--- src/source/cpu_types_pkg.sv ---
package cpu_types_pkg;

    localparam logic [15:0] reset_vector = 16'hfffc;  // Low byte of the reset vector

    // One-hot cycle state
    typedef struct packed {
        logic fetch;      // Opcode read, previous instruction writes back
        logic byte2;      // Operand low byte, or dummy read for implied
        logic byte3;      // Operand high byte
        logic zero_page;  // Read from $00nn
        logic absolute;   // Read from $nnnn
        logic modify1;    // RMW writes the old byte
        logic modify2;    // RMW writes the new byte
    } cycle_state_t;

    // Control word, one per enabled cycle
    typedef struct packed {
        struct packed {
            logic increment;  // PC + 1
            logic vector;     // PC from the two operand bytes
        } pc;
        struct packed {
            logic pc;         // Address = PC
            logic zero_page;  // Address = $00, data_reg
            logic absolute;   // Address = data_reg, low byte
            logic hold;       // Address of the last cycle
        } addr;
        struct packed {
            logic enable;     // Write cycle
            logic same;       // Write back the byte just read
            logic rmw;        // Write the RMW unit result
            logic store;      // Write A, X or Y
        } write;
        struct packed {
            logic data_in;    // DB = registered input
            logic rmw;
            logic alu;
            logic shift;      // Accumulator shift unit
            logic a;
            logic x;
            logic y;
            logic inc_x;
            logic inc_y;
            logic dec_x;
            logic dec_y;
        } db;
        struct packed {
            logic n_db7;      // N from DB bit 7
            logic v_clear;
            logic v_alu;
            logic d_ir5;      // Opcode bit 5 gives the new value
            logic i_ir5;
            logic z_dbz;      // Z when DB is zero
            logic c_ir5;
            logic c_alu;
            logic c_rmw;
            logic c_shift;
        } flag;
        struct packed {
            logic a;
            logic x;
            logic y;
        } load;               // Register strobes, DB is the source
    } control_t;

    typedef struct packed {
        logic [15:0] address;
        logic [7:0]  data;
        logic        write_enable;
    } bus_out_t;

endpackage

--- src/source/opcode_pkg.sv ---
package opcode_pkg;

    // Same opcode byte, read whole or by field
    typedef union packed {
        logic [7:0] raw;
        struct packed {
            logic [2:0] aaa;  // Operation
            logic [2:0] bbb;  // Addressing mode
            logic [1:0] cc;   // Group
        } f;
    } opcode_t;

    typedef enum logic [2:0] {
        alu_ora = 3'd0,
        alu_and = 3'd1,
        alu_eor = 3'd2,
        alu_adc = 3'd3,
        alu_lda = 3'd5,
        alu_sbc = 3'd7
    } alu_op_t;

    typedef enum logic [2:0] {
        shift_asl = 3'd0,
        shift_rol = 3'd1,
        shift_lsr = 3'd2,
        shift_ror = 3'd3,
        shift_dec = 3'd6,
        shift_inc = 3'd7
    } shift_op_t;

    // bbb codes
    localparam logic [2:0] mode_index_imm = 3'b000;  // LDX/LDY immediate
    localparam logic [2:0] mode_zero_page = 3'b001;
    localparam logic [2:0] mode_immediate = 3'b010;  // Implied/accumulator outside cc = 01
    localparam logic [2:0] mode_absolute  = 3'b011;

    localparam logic [7:0] op_tax     = 8'hAA;
    localparam logic [7:0] op_tay     = 8'hA8;
    localparam logic [7:0] op_txa     = 8'h8A;
    localparam logic [7:0] op_tya     = 8'h98;
    localparam logic [7:0] op_inx     = 8'hE8;
    localparam logic [7:0] op_iny     = 8'hC8;
    localparam logic [7:0] op_dex     = 8'hCA;
    localparam logic [7:0] op_dey     = 8'h88;
    localparam logic [7:0] op_clc     = 8'h18;
    localparam logic [7:0] op_sec     = 8'h38;
    localparam logic [7:0] op_cli     = 8'h58;
    localparam logic [7:0] op_sei     = 8'h78;
    localparam logic [7:0] op_cld     = 8'hD8;
    localparam logic [7:0] op_sed     = 8'hF8;
    localparam logic [7:0] op_clv     = 8'hB8;
    localparam logic [7:0] op_jmp_abs = 8'h4C;

endpackage

--- src/source/cpu_sequencer.sv ---
`timescale 1ns/1ns

module cpu_sequencer
(
    input  logic                    clock,
    input  logic                    reset,
    input  logic                    enable,
    input  logic [7:0]              data_reg,
    output cpu_types_pkg::control_t control,
    output opcode_pkg::opcode_t     opcode,
    output logic                    sync
);
    import cpu_types_pkg::*;
    import opcode_pkg::*;

    cycle_state_t state;
    cycle_state_t state_next;
    opcode_t      opcode_reg;
    logic         opcode_fresh;  // Opcode was read last cycle, still in data_reg

    logic implied;
    logic immediate;
    logic two_cycle;
    logic zero_page;
    logic absolute;
    logic load;
    logic store;
    logic arith;
    logic adc_sbc;
    logic acc_shift;
    logic modify;

    // In byte 2 the new opcode is only in the input register
    assign opcode.raw = opcode_fresh ? data_reg : opcode_reg.raw;
    assign sync       = state.fetch;

    // Group decode
    assign implied   = ~opcode.f.cc[0] & (opcode.f.bbb[1:0] == 2'b10);  // x10 with cc 00/10
    assign immediate = (opcode.f.cc[0] & (opcode.f.bbb == mode_immediate))
                     | (~opcode.f.cc[0] & (opcode.f.bbb == mode_index_imm) & opcode.f.aaa[2]);
    assign two_cycle = implied | immediate;
    assign zero_page = opcode.f.bbb == mode_zero_page;
    assign absolute  = opcode.f.bbb == mode_absolute;
    assign load      = (opcode.f.aaa == 3'b101) & ~implied;    // LDA LDX LDY
    assign store     = (opcode.f.aaa == 3'b100) & ~two_cycle;  // STA STX STY
    assign arith     = opcode.f.cc[0] & (opcode.f.aaa[2:1] != 2'b10);
    assign adc_sbc   = opcode.f.cc[0] & (opcode.f.aaa[1:0] == 2'b11);
    assign acc_shift = (opcode.f.cc == 2'b10) & (opcode.f.bbb == mode_immediate)
                     & ~opcode.f.aaa[2];
    assign modify    = opcode.f.cc[1] & (zero_page | absolute)
                     & (opcode.f.aaa[2:1] != 2'b10);          // Not STX/LDX

    always_comb
    begin
        control    = '0;
        state_next = '0;

        if (state.fetch)
        begin
            // Previous instruction writes back here
            state_next.byte2     = 1'b1;
            control.addr.pc      = 1'b1;
            control.pc.increment = 1'b1;
            control.db.data_in   = load;
            control.db.alu       = arith;
            control.db.shift     = acc_shift;
            control.db.a         = (opcode.raw == op_tax) | (opcode.raw == op_tay);
            control.db.x         = opcode.raw == op_txa;
            control.db.y         = opcode.raw == op_tya;
            control.db.inc_x     = opcode.raw == op_inx;
            control.db.inc_y     = opcode.raw == op_iny;
            control.db.dec_x     = opcode.raw == op_dex;
            control.db.dec_y     = opcode.raw == op_dey;
            control.load.a = (load & (opcode.f.cc == 2'b01)) | control.db.x | control.db.y
                           | arith | acc_shift;
            control.load.x = (load & (opcode.f.cc == 2'b10)) | (opcode.raw == op_tax)
                           | control.db.inc_x | control.db.dec_x;
            control.load.y = (load & (opcode.f.cc == 2'b00)) | (opcode.raw == op_tay)
                           | control.db.inc_y | control.db.dec_y;
            control.flag.n_db7   = control.load.a | control.load.x | control.load.y;
            control.flag.z_dbz   = control.flag.n_db7;
            control.flag.v_alu   = adc_sbc;
            control.flag.c_alu   = adc_sbc;
            control.flag.c_shift = acc_shift;
            control.flag.v_clear = opcode.raw == op_clv;
            control.flag.c_ir5   = (opcode.raw == op_clc) | (opcode.raw == op_sec);
            control.flag.i_ir5   = (opcode.raw == op_cli) | (opcode.raw == op_sei);
            control.flag.d_ir5   = (opcode.raw == op_cld) | (opcode.raw == op_sed);
        end

        if (state.byte2)
        begin
            control.addr.pc      = 1'b1;
            control.pc.increment = ~implied;  // Implied reads this byte again as opcode
            state_next.fetch     = two_cycle;
            state_next.zero_page = zero_page;
            state_next.byte3     = absolute;
        end

        if (state.byte3)
        begin
            control.addr.pc      = 1'b1;
            control.pc.increment = 1'b1;
            control.pc.vector    = opcode.raw == op_jmp_abs;  // Also the reset vector
            state_next.fetch     = control.pc.vector;
            state_next.absolute  = ~control.pc.vector;
        end

        if (state.zero_page | state.absolute)
        begin
            control.addr.zero_page = state.zero_page;
            control.addr.absolute  = state.absolute;
            state_next.modify1     = modify;
            state_next.fetch       = ~modify;
        end

        if (state.modify1)
        begin
            control.addr.hold    = 1'b1;
            control.write.enable = 1'b1;
            control.write.same   = 1'b1;  // Old byte out first
            state_next.modify2   = 1'b1;
        end

        if (state.modify2)
        begin
            control.addr.hold    = 1'b1;
            control.write.enable = 1'b1;
            control.write.rmw    = 1'b1;
            control.db.rmw       = 1'b1;
            control.flag.n_db7   = 1'b1;
            control.flag.z_dbz   = 1'b1;
            control.flag.c_rmw   = ~opcode.f.aaa[2];  // INC/DEC leave C alone
            state_next.fetch     = 1'b1;
        end

        // Store writes in the cycle that returns to fetch
        if (store & state_next.fetch)
        begin
            control.write.enable = 1'b1;
            control.write.store  = 1'b1;
        end
    end

    always_ff @(posedge clock)
    begin
        if (reset)
        begin
            state          <= '{byte2: 1'b1, default: 1'b0};  // Pretend JMP, operand next
            opcode_reg.raw <= op_jmp_abs;
            opcode_fresh   <= 1'b0;
        end
        else if (enable)
        begin
            state        <= state_next;
            opcode_reg   <= opcode;
            opcode_fresh <= state.fetch;
        end
    end

endmodule

--- src/source/cpu_alu.sv ---
`timescale 1ns/1ns

module cpu_alu
(
    input  logic [7:0]           a,
    input  logic [7:0]           b,
    input  logic                 carry_in,
    input  opcode_pkg::alu_op_t  op,
    output logic [7:0]           result,
    output logic                 carry_out,
    output logic                 overflow
);
    import opcode_pkg::*;

    logic [7:0] addend;
    logic [8:0] sum;

    assign addend = (op == alu_sbc) ? ~b : b;  // SBC is A + ~B + C
    assign sum    = {1'b0, a} + {1'b0, addend} + 9'(carry_in);

    always_comb
    begin
        case (op)
            alu_ora:          result = a | b;
            alu_and:          result = a & b;
            alu_eor:          result = a ^ b;
            alu_lda:          result = b;        // Load passes B through
            alu_adc, alu_sbc: result = sum[7:0];
            default:          result = 8'h00;
        endcase
    end

    assign carry_out = sum[8];
    // Signs of both operands agree but the sum differs
    assign overflow  = (a[7] ^ sum[7]) & (addend[7] ^ sum[7]);

endmodule

--- src/source/cpu_shift.sv ---
`timescale 1ns/1ns

module cpu_shift
(
    input  logic [7:0]            value,
    input  logic                  carry_in,
    input  opcode_pkg::shift_op_t op,
    output logic [7:0]            result,
    output logic                  carry_out
);
    import opcode_pkg::*;

    always_comb
    begin
        result    = value;
        carry_out = 1'b0;
        case (op)
            shift_asl: {carry_out, result} = {value, 1'b0};
            shift_rol: {carry_out, result} = {value, carry_in};  // Through carry
            shift_lsr: {result, carry_out} = {1'b0, value};
            shift_ror: {result, carry_out} = {carry_in, value};
            shift_dec: result = value - 8'd1;
            shift_inc: result = value + 8'd1;
            default:   result = value;
        endcase
    end

endmodule

--- src/source/cpu_datapath.sv ---
`timescale 1ns/1ns

module cpu_datapath
(
    input  logic                    clock,
    input  logic                    reset,
    input  logic                    enable,
    input  cpu_types_pkg::control_t control,
    input  opcode_pkg::opcode_t     opcode,
    input  logic [7:0]              data_reg,
    input  logic [7:0]              alu_result,
    input  logic                    alu_carry,
    input  logic                    alu_overflow,
    input  logic [7:0]              acc_shift,
    input  logic                    acc_carry,
    input  logic [7:0]              rmw_result,
    input  logic                    rmw_carry,
    output logic [7:0]              a,
    output logic [7:0]              x,
    output logic [7:0]              y,
    output logic                    flag_c
);
    typedef struct packed {
        logic n;
        logic v;
        logic d;  // Stored only, no decimal adder
        logic i;
        logic z;
        logic c;
    } status_t;

    status_t    status;
    status_t    status_next;
    logic [7:0] db;  // Internal data bus

    always_comb
    begin
        if (control.db.data_in)    db = data_reg;
        else if (control.db.rmw)   db = rmw_result;
        else if (control.db.alu)   db = alu_result;
        else if (control.db.shift) db = acc_shift;
        else if (control.db.a)     db = a;
        else if (control.db.x)     db = x;
        else if (control.db.y)     db = y;
        else if (control.db.inc_x) db = x + 8'd1;
        else if (control.db.inc_y) db = y + 8'd1;
        else if (control.db.dec_x) db = x - 8'd1;
        else if (control.db.dec_y) db = y - 8'd1;
        else                       db = 8'h00;
    end

    always_comb
    begin
        status_next = status;
        if (control.flag.n_db7)   status_next.n = db[7];
        if (control.flag.z_dbz)   status_next.z = db == 8'h00;
        if (control.flag.v_clear) status_next.v = 1'b0;
        if (control.flag.v_alu)   status_next.v = alu_overflow;
        if (control.flag.d_ir5)   status_next.d = opcode.raw[5];  // CLD/SED
        if (control.flag.i_ir5)   status_next.i = opcode.raw[5];
        if (control.flag.c_ir5)   status_next.c = opcode.raw[5];  // CLC/SEC
        if (control.flag.c_alu)   status_next.c = alu_carry;
        if (control.flag.c_rmw)   status_next.c = rmw_carry;
        if (control.flag.c_shift) status_next.c = acc_carry;
    end

    assign flag_c = status.c;

    always_ff @(posedge clock)
    begin
        if (reset)
        begin
            a      <= 8'h00;
            x      <= 8'h00;
            y      <= 8'h00;
            status <= '0;
        end
        else if (enable)
        begin
            if (control.load.a) a <= db;
            if (control.load.x) x <= db;
            if (control.load.y) y <= db;
            status <= status_next;
        end
    end

endmodule

--- src/source/cpu_address.sv ---
`timescale 1ns/1ns

module cpu_address
(
    input  logic                    clock,
    input  logic                    reset,
    input  logic                    enable,
    input  cpu_types_pkg::control_t control,
    input  logic [7:0]              data_in,
    input  logic [7:0]              a,
    input  logic [7:0]              x,
    input  logic [7:0]              y,
    input  opcode_pkg::opcode_t     opcode,
    input  logic [7:0]              rmw_result,
    output cpu_types_pkg::bus_out_t bus,
    output logic [7:0]              data_reg
);
    import cpu_types_pkg::*;

    logic [15:0] pc;
    logic [15:0] pc_next;
    logic [15:0] address_hold;  // Last bus address, for RMW writes
    logic [7:0]  address_low;   // Operand low byte while the high byte arrives
    logic [7:0]  store_data;

    // cc picks the register, as in STY/STA/STX
    always_comb
    begin
        case (opcode.f.cc)
            2'b00:   store_data = y;
            2'b10:   store_data = x;
            default: store_data = a;
        endcase
    end

    always_comb
    begin
        if (control.addr.pc)             bus.address = pc;
        else if (control.addr.zero_page) bus.address = {8'h00, data_reg};
        else if (control.addr.absolute)  bus.address = {data_reg, address_low};
        else if (control.addr.hold)      bus.address = address_hold;
        else                             bus.address = 16'h0000;

        if (control.write.same)       bus.data = data_reg;
        else if (control.write.rmw)   bus.data = rmw_result;
        else if (control.write.store) bus.data = store_data;
        else                          bus.data = 8'h00;

        bus.write_enable = control.write.enable;
    end

    // Vector high byte is on the bus this cycle, low byte came in before
    assign pc_next = control.pc.vector ? {data_in, data_reg}
                                       : pc + 16'(control.pc.increment);

    always_ff @(posedge clock)
    begin
        if (reset)
            pc <= reset_vector;
        else if (enable)
            pc <= pc_next;
    end

    always_ff @(posedge clock)
    begin
        if (enable)
        begin
            address_hold <= bus.address;
            address_low  <= data_reg;
            data_reg     <= control.write.enable ? bus.data : data_in;  // Echo own writes
        end
    end

endmodule

--- src/source/cpu_core.sv ---
`timescale 1ns/1ns

module cpu_core
(
    input  logic                    clock,
    input  logic                    reset,
    input  logic                    enable,
    input  logic [7:0]              data_in,
    output cpu_types_pkg::bus_out_t bus,
    output logic                    sync
);
    import cpu_types_pkg::*;
    import opcode_pkg::*;

    control_t   control;
    opcode_t    opcode;
    logic [7:0] data_reg;
    logic [7:0] a;
    logic [7:0] x;
    logic [7:0] y;
    logic       flag_c;
    logic [7:0] alu_result;
    logic       alu_carry;
    logic       alu_overflow;
    logic [7:0] acc_result;    // Accumulator shift
    logic       acc_carry;
    logic [7:0] rmw_result;    // Memory shift or INC/DEC
    logic       rmw_carry;

    cpu_sequencer sequencer
    (
        .clock    (clock),
        .reset    (reset),
        .enable   (enable),
        .data_reg (data_reg),
        .control  (control),
        .opcode   (opcode),
        .sync     (sync)
    );

    cpu_alu alu
    (
        .a         (a),
        .b         (data_reg),
        .carry_in  (flag_c),
        .op        (alu_op_t'(opcode.f.aaa)),
        .result    (alu_result),
        .carry_out (alu_carry),
        .overflow  (alu_overflow)
    );

    cpu_shift acc_shift
    (
        .value     (a),
        .carry_in  (flag_c),
        .op        (shift_op_t'(opcode.f.aaa)),
        .result    (acc_result),
        .carry_out (acc_carry)
    );

    cpu_shift rmw_shift
    (
        .value     (data_reg),  // Byte read back in modify 1
        .carry_in  (flag_c),
        .op        (shift_op_t'(opcode.f.aaa)),
        .result    (rmw_result),
        .carry_out (rmw_carry)
    );

    cpu_datapath datapath
    (
        .clock        (clock),
        .reset        (reset),
        .enable       (enable),
        .control      (control),
        .opcode       (opcode),
        .data_reg     (data_reg),
        .alu_result   (alu_result),
        .alu_carry    (alu_carry),
        .alu_overflow (alu_overflow),
        .acc_shift    (acc_result),
        .acc_carry    (acc_carry),
        .rmw_result   (rmw_result),
        .rmw_carry    (rmw_carry),
        .a            (a),
        .x            (x),
        .y            (y),
        .flag_c       (flag_c)
    );

    cpu_address address
    (
        .clock      (clock),
        .reset      (reset),
        .enable     (enable),
        .control    (control),
        .data_in    (data_in),
        .a          (a),
        .x          (x),
        .y          (y),
        .opcode     (opcode),
        .rmw_result (rmw_result),
        .bus        (bus),
        .data_reg   (data_reg)
    );

endmodule

--- config.mk ---
export PLATFORM = sky130hd
export DESIGN_NAME = cpu_core
export DESIGN_NICKNAME = d
export VERILOG_FILES = /design/src/source/cpu_types_pkg.sv /design/src/source/opcode_pkg.sv /design/src/source/cpu_sequencer.sv /design/src/source/cpu_alu.sv /design/src/source/cpu_shift.sv /design/src/source/cpu_datapath.sv /design/src/source/cpu_address.sv /design/src/source/cpu_core.sv
export SDC_FILE = /design/constraint.sdc
export NUM_CORES = 1
export LEC_CHECK = 0
export ABC_CLOCK_PERIOD_IN_PS = 4400
export BUFFER_PORTS_ARGS = -buffer_cell sky130_fd_sc_hd__buf_2
export CAP_MARGIN = 40
export CORE_MARGIN = 2
export CORE_UTILIZATION = 60
export DETAILED_ROUTE_END_ITERATION = 6
export HOLD_SLACK_MARGIN = 0.03
export PLACE_DENSITY = 0.78
export SYNTH_ARGS = -nofsm -noshare
export SYNTH_HDL_FRONTEND = slang
export SYNTH_SLANG_ARGS = --single-unit
--- constraint.sdc ---
create_clock -name clock -period 4.4 [get_ports clock]
set_input_delay 0 -clock clock [delete_from_list [all_inputs] [get_ports clock]]
set_output_delay 0 -clock clock [all_outputs]
set_load 0.1 [all_outputs]
**Word level (Yosys, flattened, before mapping)**

Cells that the tools add are included.

- Register bits after elaboration: 89
- Latch bits: 0
- Bits in writable memories: 0
- Bits in read-only memories: 0
- Input bits: 11
- Output and inout bits: 26
- Logic and storage cells: 170
- Memories kept: 0

- Add/subtract/negate cells: 11
- Multiply operators: 0
- Divide/modulo/power cells: 0
- Order comparisons: 0
- Equal/unequal tests: 31
- Shifts and indexed selects: 0
- Multiplexer cells: 54
- Bitwise operators: 46
- Reduce and logical (&&, ||, !) cells: 11

Operators with widths:

| operator | count |
|---|---|
| $mux 8 | 17 |
| $pmux 8 s6 | 2 |
| $eq 8x8->1 const B | 11 |
| $mux 16 | 5 |
| $pmux 8 s5 | 1 |
| $add 8x1->8 const B | 4 |
| $sub 8x1->8 const B | 4 |
| $eq 8x7->1 const B | 3 |
| $or 1x1->1 | 20 |
| $mux 1 | 19 |
| $mux 17 | 1 |
| $add 16x1->16 | 1 |
| $and 1x1->1 | 16 |
| $pmux 8 s2 | 1 |
| $eq 3x2->1 const B | 4 |
| $eq 3x3->1 const B | 4 |
| $add 8x8->9 | 1 |
| $add 9x1->9 | 1 |
| $and 8x8->8 | 1 |
| $eq 8x5->1 const B | 1 |
| $eq 8x6->1 const B | 1 |
| $not 8->8 | 1 |
| $or 8x8->8 | 1 |
| $reduce_and 2->1 | 4 |
| other kinds (14) | 29 |

**Longest topological paths before layout**

Gate-level depths: netlist (run 1).

- Depth after elaboration: 24
- Depth in mapped cells: 16
- Mapped depth without buffers: 14

**By module**

From an unflattened synthesis (run 1), not the netlist that was laid out.

- Cell total of the unflattened synthesis: 1064
- Area, all modules: 8754.6 um^2

Modules (own cells, without submodules):

| module | times used | cells each | area an instance (um^2) | sequential area each (um^2) |
|---|---|---|---|---|
| cpu_address | 1 | 296 | 2884.0 | 1281.2 |
| cpu_datapath | 1 | 335 | 2356.0 | 500.5 |
| cpu_sequencer | 1 | 178 | 1425.1 | 320.3 |
| cpu_shift | 2 | 58 | 535.5 | 0.0 |
| cpu_alu | 1 | 139 | 1018.5 | 0.0 |

**Worst setup path before layout (run 1)**

Ideal clock, no wire load.

- Kind: register to register
- Start point: register sequencer.state, in the netlist sequencer.sync
- End point: register address.address_hold[10], data pin
- Setup time: 0.624 ns
- Arrival: 4.064 ns
- Data required time: 3.776 ns
- Path slack: -0.287 ns
- Cell stages (with the launch flop): 7
- Path buffers: 3
- Period minus slack after synthesis: 4.687 ns
- Cell sequence: dfxtp_1 > buf_2 > or3_1 > clkbuf_1 > or2_2 > clkbuf_1 > o21ai_0

RTL lines:

| item | RTL line | source |
|---|---|---|
| start: declaration | cpu_sequencer.sv:16 | `cycle_state_t state;` |
| start signal: assignment | cpu_sequencer.sv:155 | `state <= state_next;` |
| end signal: assignment | cpu_address.sv:68 | `address_hold <= bus.address;` |
| end: declaration | cpu_address.sv:22 | `logic [15:0] address_hold;` |

**Worst setup path in the final report (run 1)**

- Start point: register sequencer.opcode_reg[5] in the netlist's numbering
- End point: register datapath.x[6]

- Longest elaborated chain between the ends: 14
- Elaborated cells between the ends (all ways): 44
- Those cells by class: 2 x add/sub; 14 x eq/ne; 19 x mux; 6 x bitwise; 3 x reduce/logical

Ends and longest elaborated chain:

| item | RTL line | source |
|---|---|---|
| start: declaration | cpu_sequencer.sv:18 | `opcode_t opcode_reg;` |
| start signal: assignment | cpu_sequencer.sv:156 | `opcode_reg <= opcode;` |
| $mux 8 * | cpu_sequencer.sv:34 | `assign opcode.raw = opcode_fresh ? data_reg : opcode_reg.raw;` |
| branches (longest 13 deep; another with $add 8x8->9) | n/a |  |
| end signal: assignment | cpu_datapath.sv:74 | `x <= 8'h00;` |
| end signal: assignment | cpu_datapath.sv:81 | `if (control.load.x) x <= db;` |
| end: declaration | cpu_datapath.sv:19 | `output logic [7:0] x,` |

Mark *: on every way between the ends.
A chain may end at the register's enable or synchronous reset.

==> results.yml, run 1 <==
yosys:
  yosys.cell_count.top_type: "nand2_1"
  ys_ff_latch: 89
  syn_nets: 1049
  ys_warn_count: 0
  synth_edf_count: 32
  synth_top_flop_cell: "dfxtp_1"
  seq_area_frac_synth: 0.270
  synth_commonest_cells: "nand2_1, nor2_1, a21oi_1"
  yosys.area.top_type: "dfxtp_1"
  postSynthCellCount: 996
  syn_area_sq_mm: 0.00779
  synth-async-reset-ratio: 0
  synthTopCellsByArea: "dfxtp_1, edfxtp_1, ha_1"
  synth_top_area_share: 0.146
  yosysUniqueCellTypes: 86
  avgSynthCellArea_sq_um: 7.83
layout:
  nets: 1052
  stdcell_area_sq_mm: 0.00853
  drive_gt1_frac: 0.126
  top_regs: "address.address_hold x16, address.pc x16"
  fill_cells: 1109
  final_util: 0.673
  area_delta_synth_final_pct: 9.41
  final_cells: 1176
  diodes: 0
global_routing:
  grt_pass1_vias: 7188
  overflow: 0
  grt_pass1_wl_um: 40900
  track_usage: 0.370
  antenna_found_initial: 0
  grt_start_max_net_pins: 66
route:
  route.met2.wl_um: 10800
  routed_wl_um: 25900
  wl_met1_um: 10800
  drt_iter0_markers: 1334
  drt.antenna.violating_nets: 0
  routed_via_density: 6.83
  vias: 8030
  top_layer: "met4"
  wl_per_cell_um: 22.0
  dr_wl_met3_um: 3200
  drt_first_pass_iters: 5
  drcViolationCount: 0
worst_setup_path:
  crit_path_end_kind: "flop"
  worstSetupPathType: "flop to flop"
  reg2reg_depth: 14
  worstPathRequired_ps: 4620
  cp_max_fo: 13
  worstPathArrival_ps: 4220
  start_kind: "flop"
timing:
  finalSetupViolations: 0
  max_freq_mhz: 250
  tns_ps: 0
  finalHoldViolCount: 0
  clock-skew-final_ps: 11.5
  rsz0062_at_grt: "no"
  worst_slew_pin_slew_ps: 898
  timing.final.crit_share: 0.909
  slew_violations: 0
  timing.hold.ws_ps: 68.1
  relSlewSlack: 0.395
  min_period_ps: 4000
  worst_slack_ps: 401
place:
  hpwlAfterDp_um: 18200
  placedCellCount: 1152
  portBuffers: 36
  place_ws_ps: 493
  place.gp.congestion: 1.04
  postPlaceCellArea_sq_mm: 0.00811
die:
  pin_count: 37
  start_util: 0.615
  dieArea_sq_mm: 0.0139
  die_w_um: 118
  num_rows: 41
  dieHeight_um: 118
  design.core.area_sq_mm: 0.0127
clocking:
  clkSinkCount: 89
  clk_pin_slew_ps: 70
  cts_tree: "done"
  clkLatencyLatePin_ps: 360
  clockRootBuffer: "clkbuf_16"
  cts_htree_levels: 3
  numCtsBuffers: 9
  cts_max_path_buffers: 2
  postCtsSetupBuffers: 0
power_and_ir_drop:
  leakagePower_nw: 3.32
  power.density_mw_per_mm2: 280
  peakVddDrop_v: 0.000223
  power.total_mw: 2.39
job:
  max_cap_violations: 0
hold_path:
  min_delay_path_depth: 1
  hold_path.class: "input port to flop"
run_status:
  status: "complete, no violations"
-- area by class of cell --
class                   instances  area (sq um)  area share
multi-input cells             785          5180       0.608
clock inverters                 7           111      0.0131
repair buffers                 73           538      0.0631
inverters                      41           154      0.0180
flip-flops and latches         89          2100       0.246
well taps                     172           215      0.0252
clock buffers                   9           225      0.0264
-- final timing paths --
path | startpoint | to | slack (ps)
min reg2reg | sequencer.opcode_reg[3]$_SDFFE_PP1P_ | sequencer.opcode_reg[3]$_SDFFE_PP1P_ | 500
max reg2reg | sequencer.opcode_reg[5]$_SDFFE_PP0P_ | datapath.x[6]$_SDFFE_PP0P_ | 400
min | enable | address.address_low[3]$_DFFE_PP_ | 70
max | sequencer.opcode_reg[5]$_SDFFE_PP0P_ | datapath.x[6]$_SDFFE_PP0P_ | 400
-- cells in the final DEF (no fill, tap or decap), types with 9 or more instances in the layout --
| cell type | count |
|---|---|
| a21o_1 | 15 |
| buf_2 | 32 |
| inv_1 | 41 |
| dfxtp_1 | 57 |
| a22oi_1 | 22 |
| nand2_1 | 107 |
| or2_2 | 15 |
| mux2i_1 | 20 |
| a21oi_1 | 86 |
| nand3b_1 | 19 |
| xnor2_1 | 24 |
| edfxtp_1 | 32 |
| o211ai_1 | 12 |
| ha_1 | 38 |
| o31ai_1 | 15 |
| xor2_1 | 10 |
| nor3_1 | 21 |
| o22ai_1 | 11 |
| nand3_1 | 25 |
| nor2_1 | 93 |
| a211oi_1 | 19 |
| buf_4 | 29 |
| o21ai_1 | 10 |
| o21ai_0 | 60 |
| nand2b_1 | 11 |
| clkbuf_16 | 9 |
-- power by group --
part | switching, mW | leakage [nW] | internal (mW) | total [mW]
logic | 0.414 | 2.39 | 0.157 | 0.572
registers | 0.0354 | 0.764 | 0.892 | 0.928
clock network | 0.381 | 0.164 | 0.511 | 0.892
-- critical path, cell delays in order (launching register included) --
cell and delay [ps]:
dfxtp_1 570, nand2_1 160, o22a_1 410, xnor2_1 260, fa_1 220, inv_1 50
fa_1 390, a21o_1 170, a21oi_1 200, o21ai_0 180, xor2_1 170, a2111oi_0 490
nor2b_1 90, a311oi_1 370, o21ai_0 130
-- what timing repair did --
item | 4_1_cts | 5_1_grt
setup endpoints to repair | 0 | 0
endpoints found under the hold margin | 9 | 0
hold buffers | 8 | 0
resized for setup | 0 | 0
-- cell families after synthesis --
logic type,synth area share
XOR/XNOR,0.0382
multiplexers,0.0318
buffers and inverters,0.0655
flip-flops,0.270
AND/OR/NAND/NOR,0.222
AO/OA/AOI/OAI,0.301
adder cells (fa/ha/maj),0.0713
-- metal layers --
layer,up-vias,track usage
met2,547,0.518
met4,0,0.163
met3,94,0.0921
met5,-,0
met1,3709,0.535
li1,3680,-
(Power assumes the default switching activity.)
==> run 2, diff against run 1 <==
Settings changed: SLEW_MARGIN set to 30, SYNTH_HIERARCHICAL set to 1.
==> results.yml, run 2 <==
die:
  num_rows: 43
  start_util: 0.621
  dieHeight_um: 124
  pin_count: 37
  dieArea_sq_mm: 0.0155
  design.core.area_sq_mm: 0.0140
  die_w_um: 124
worst_setup_path:
  r2r_slack_ps: 260
  crit_slowest_cell: "dfxtp_1"
  worstPathRequired_ps: 4660
  start_kind: "flop"
  crit_path_end_kind: "flop"
  worstSetupPathType: "flop to flop"
  worstPathArrival_ps: 4400
  cpPeakStageDelay_ps: 450
  cp_max_fo: 8
  worstPathCellList: "nand2_1 -> and2_1 -> inv_2 -> nand3_4 -> xnor2_1 -> fa_1 -> inv_1 -> fa_1 -> a211oi_1 -> o21ai_0 -> a21oi_1 -> xor2_1 -> o21ai_1 -> nor2b_1 -> nor3_1 -> a21oi_1 -> nor4_1 -> o41ai_2 -> o21ai_0"
clocking:
  clk_pin_slew_ps: 70
  clockRootBuffer: "clkbuf_16"
  cts_htree_levels: 3
  clkSinkCount: 89
  cts_max_path_buffers: 2
  numCtsBuffers: 9
  cts_tree: "done"
  clkLatencyLatePin_ps: 350
route:
  drt.antenna.violating_nets: 0
  wl_per_cell_um: 20.9
  drcViolationCount: 1
  vias: 8519
  drt_iter0_markers: 1095
  routed_wl_um: 26100
  drt_first_pass_iters: 7
  routed_via_density: 6.83
layout:
  final_util: 0.681
  layout_commonest_cell: "nor2_1"
  area_delta_synth_final_pct: 9.55
  stdcell_area_sq_mm: 0.00952
  nets: 1123
  diodes: 0
  drive_gt1_frac: 0.163
  top_regs: "address/address_hold x16, address/pc x16"
  final_cell_mix: "nor2_1, nand2_1, a21oi_1, inv_1, dfxtp_1"
  final_cells: 1248
hold_path:
  hold_path.class: "input port to flop"
timing:
  min_period_ps: 4140
  max_freq_mhz: 242
  worst_slew_pin_slew_ps: 838
  timing.final.crit_share: 0.940
  worst_slack_ps: 264
  slew_violations: 0
  tns_ps: 0
  finalSetupViolations: 0
  timing.hold.ws_ps: 158
  finalHoldViolCount: 0
  clock-skew-final_ps: 11.8
  relSlewSlack: 0.440
yosys:
  avgSynthCellArea_sq_um: 8.25
  ys_warn_count: 6
  postSynthCellCount: 1053
  syn_area_sq_mm: 0.00869
  syn_nets: 1113
global_routing:
  track_usage: 0.330
  grt_pass1_vias: 7552
  grt_start_max_net_pins: 82
  overflow: 0
  grt_pass1_wl_um: 42000
  antenna_found_initial: 0
run_status:
  status: "complete, but fails checks"
  failed_checks: "design-rule violations"
job:
  max_cap_violations: 0
place:
  placedCellCount: 1223
  hpwlAfterDp_um: 18000
  postPlaceCellArea_sq_mm: 0.00907
  portBuffers: 36
  place.gp.congestion: 0.970
  place_ws_ps: 169
power_and_ir_drop:
  peakVddDrop_v: 0.000175
  power.total_mw: 2.44
  leakagePower_nw: 3.64
  power.density_mw_per_mm2: 256
==> run 2: cell type report <==
cell class,instances,area (sq um)
fillers,1161,4470
multi-input cells,819,6000
well taps,180,225
clock buffers,10,229
clock inverters,6,97.6
repair buffers,81,628
inverters,63,236
flip-flops and latches,89,2100
==> run 2: power breakdown <==
group          switching, mW  internal [mW]
Combinational          0.434          0.201
Clock                  0.351          0.508
Sequential            0.0464          0.896
==> run 2: path summary, 6_finish.rpt <==
path,from,endpoint,cells past startpoint
max,sequencer/opcode_fresh$_SDFFE_PP0P_,datapath/a[6]$_SDFFE_PP0P_,19
min reg2reg,sequencer/state[5]$_SDFFE_PP1P_,sequencer/state[3]$_SDFFE_PP0P_,2
max reg2reg,sequencer/opcode_fresh$_SDFFE_PP0P_,datapath/a[6]$_SDFFE_PP0P_,19
min,enable,address/address_low[5]$_DFFE_PP_,1
==> run 2: critical path, delay by kind of cell (launching register included) <==
family | cells | cell delay (ps)
XOR/XNOR | 2 | 340
flip-flops | 1 | 450
AO/OA/AOI/OAI | 7 | 1220
AND/OR/NAND/NOR | 6 | 1180
buffers and inverters | 2 | 220
adder cells (fa/ha/maj) | 2 | 630
==> run 2: repair_timing <==
action	CTS	global route
hold buffers	8	0
gates resized for setup	0	5
buffers inserted	0	0
setup endpoints to repair	0	6
endpoints found under the hold margin	13	0
==> run 2: per-layer routing <==
layer	vias to the layer above	GRT usage	part of all wire
li1	3937	-	-
met1	4021	0.470	0.42
met2	484	0.509	0.46
met3	77	0.0468	0.091
met4	0	0.121	0.036
met5	-	0	0
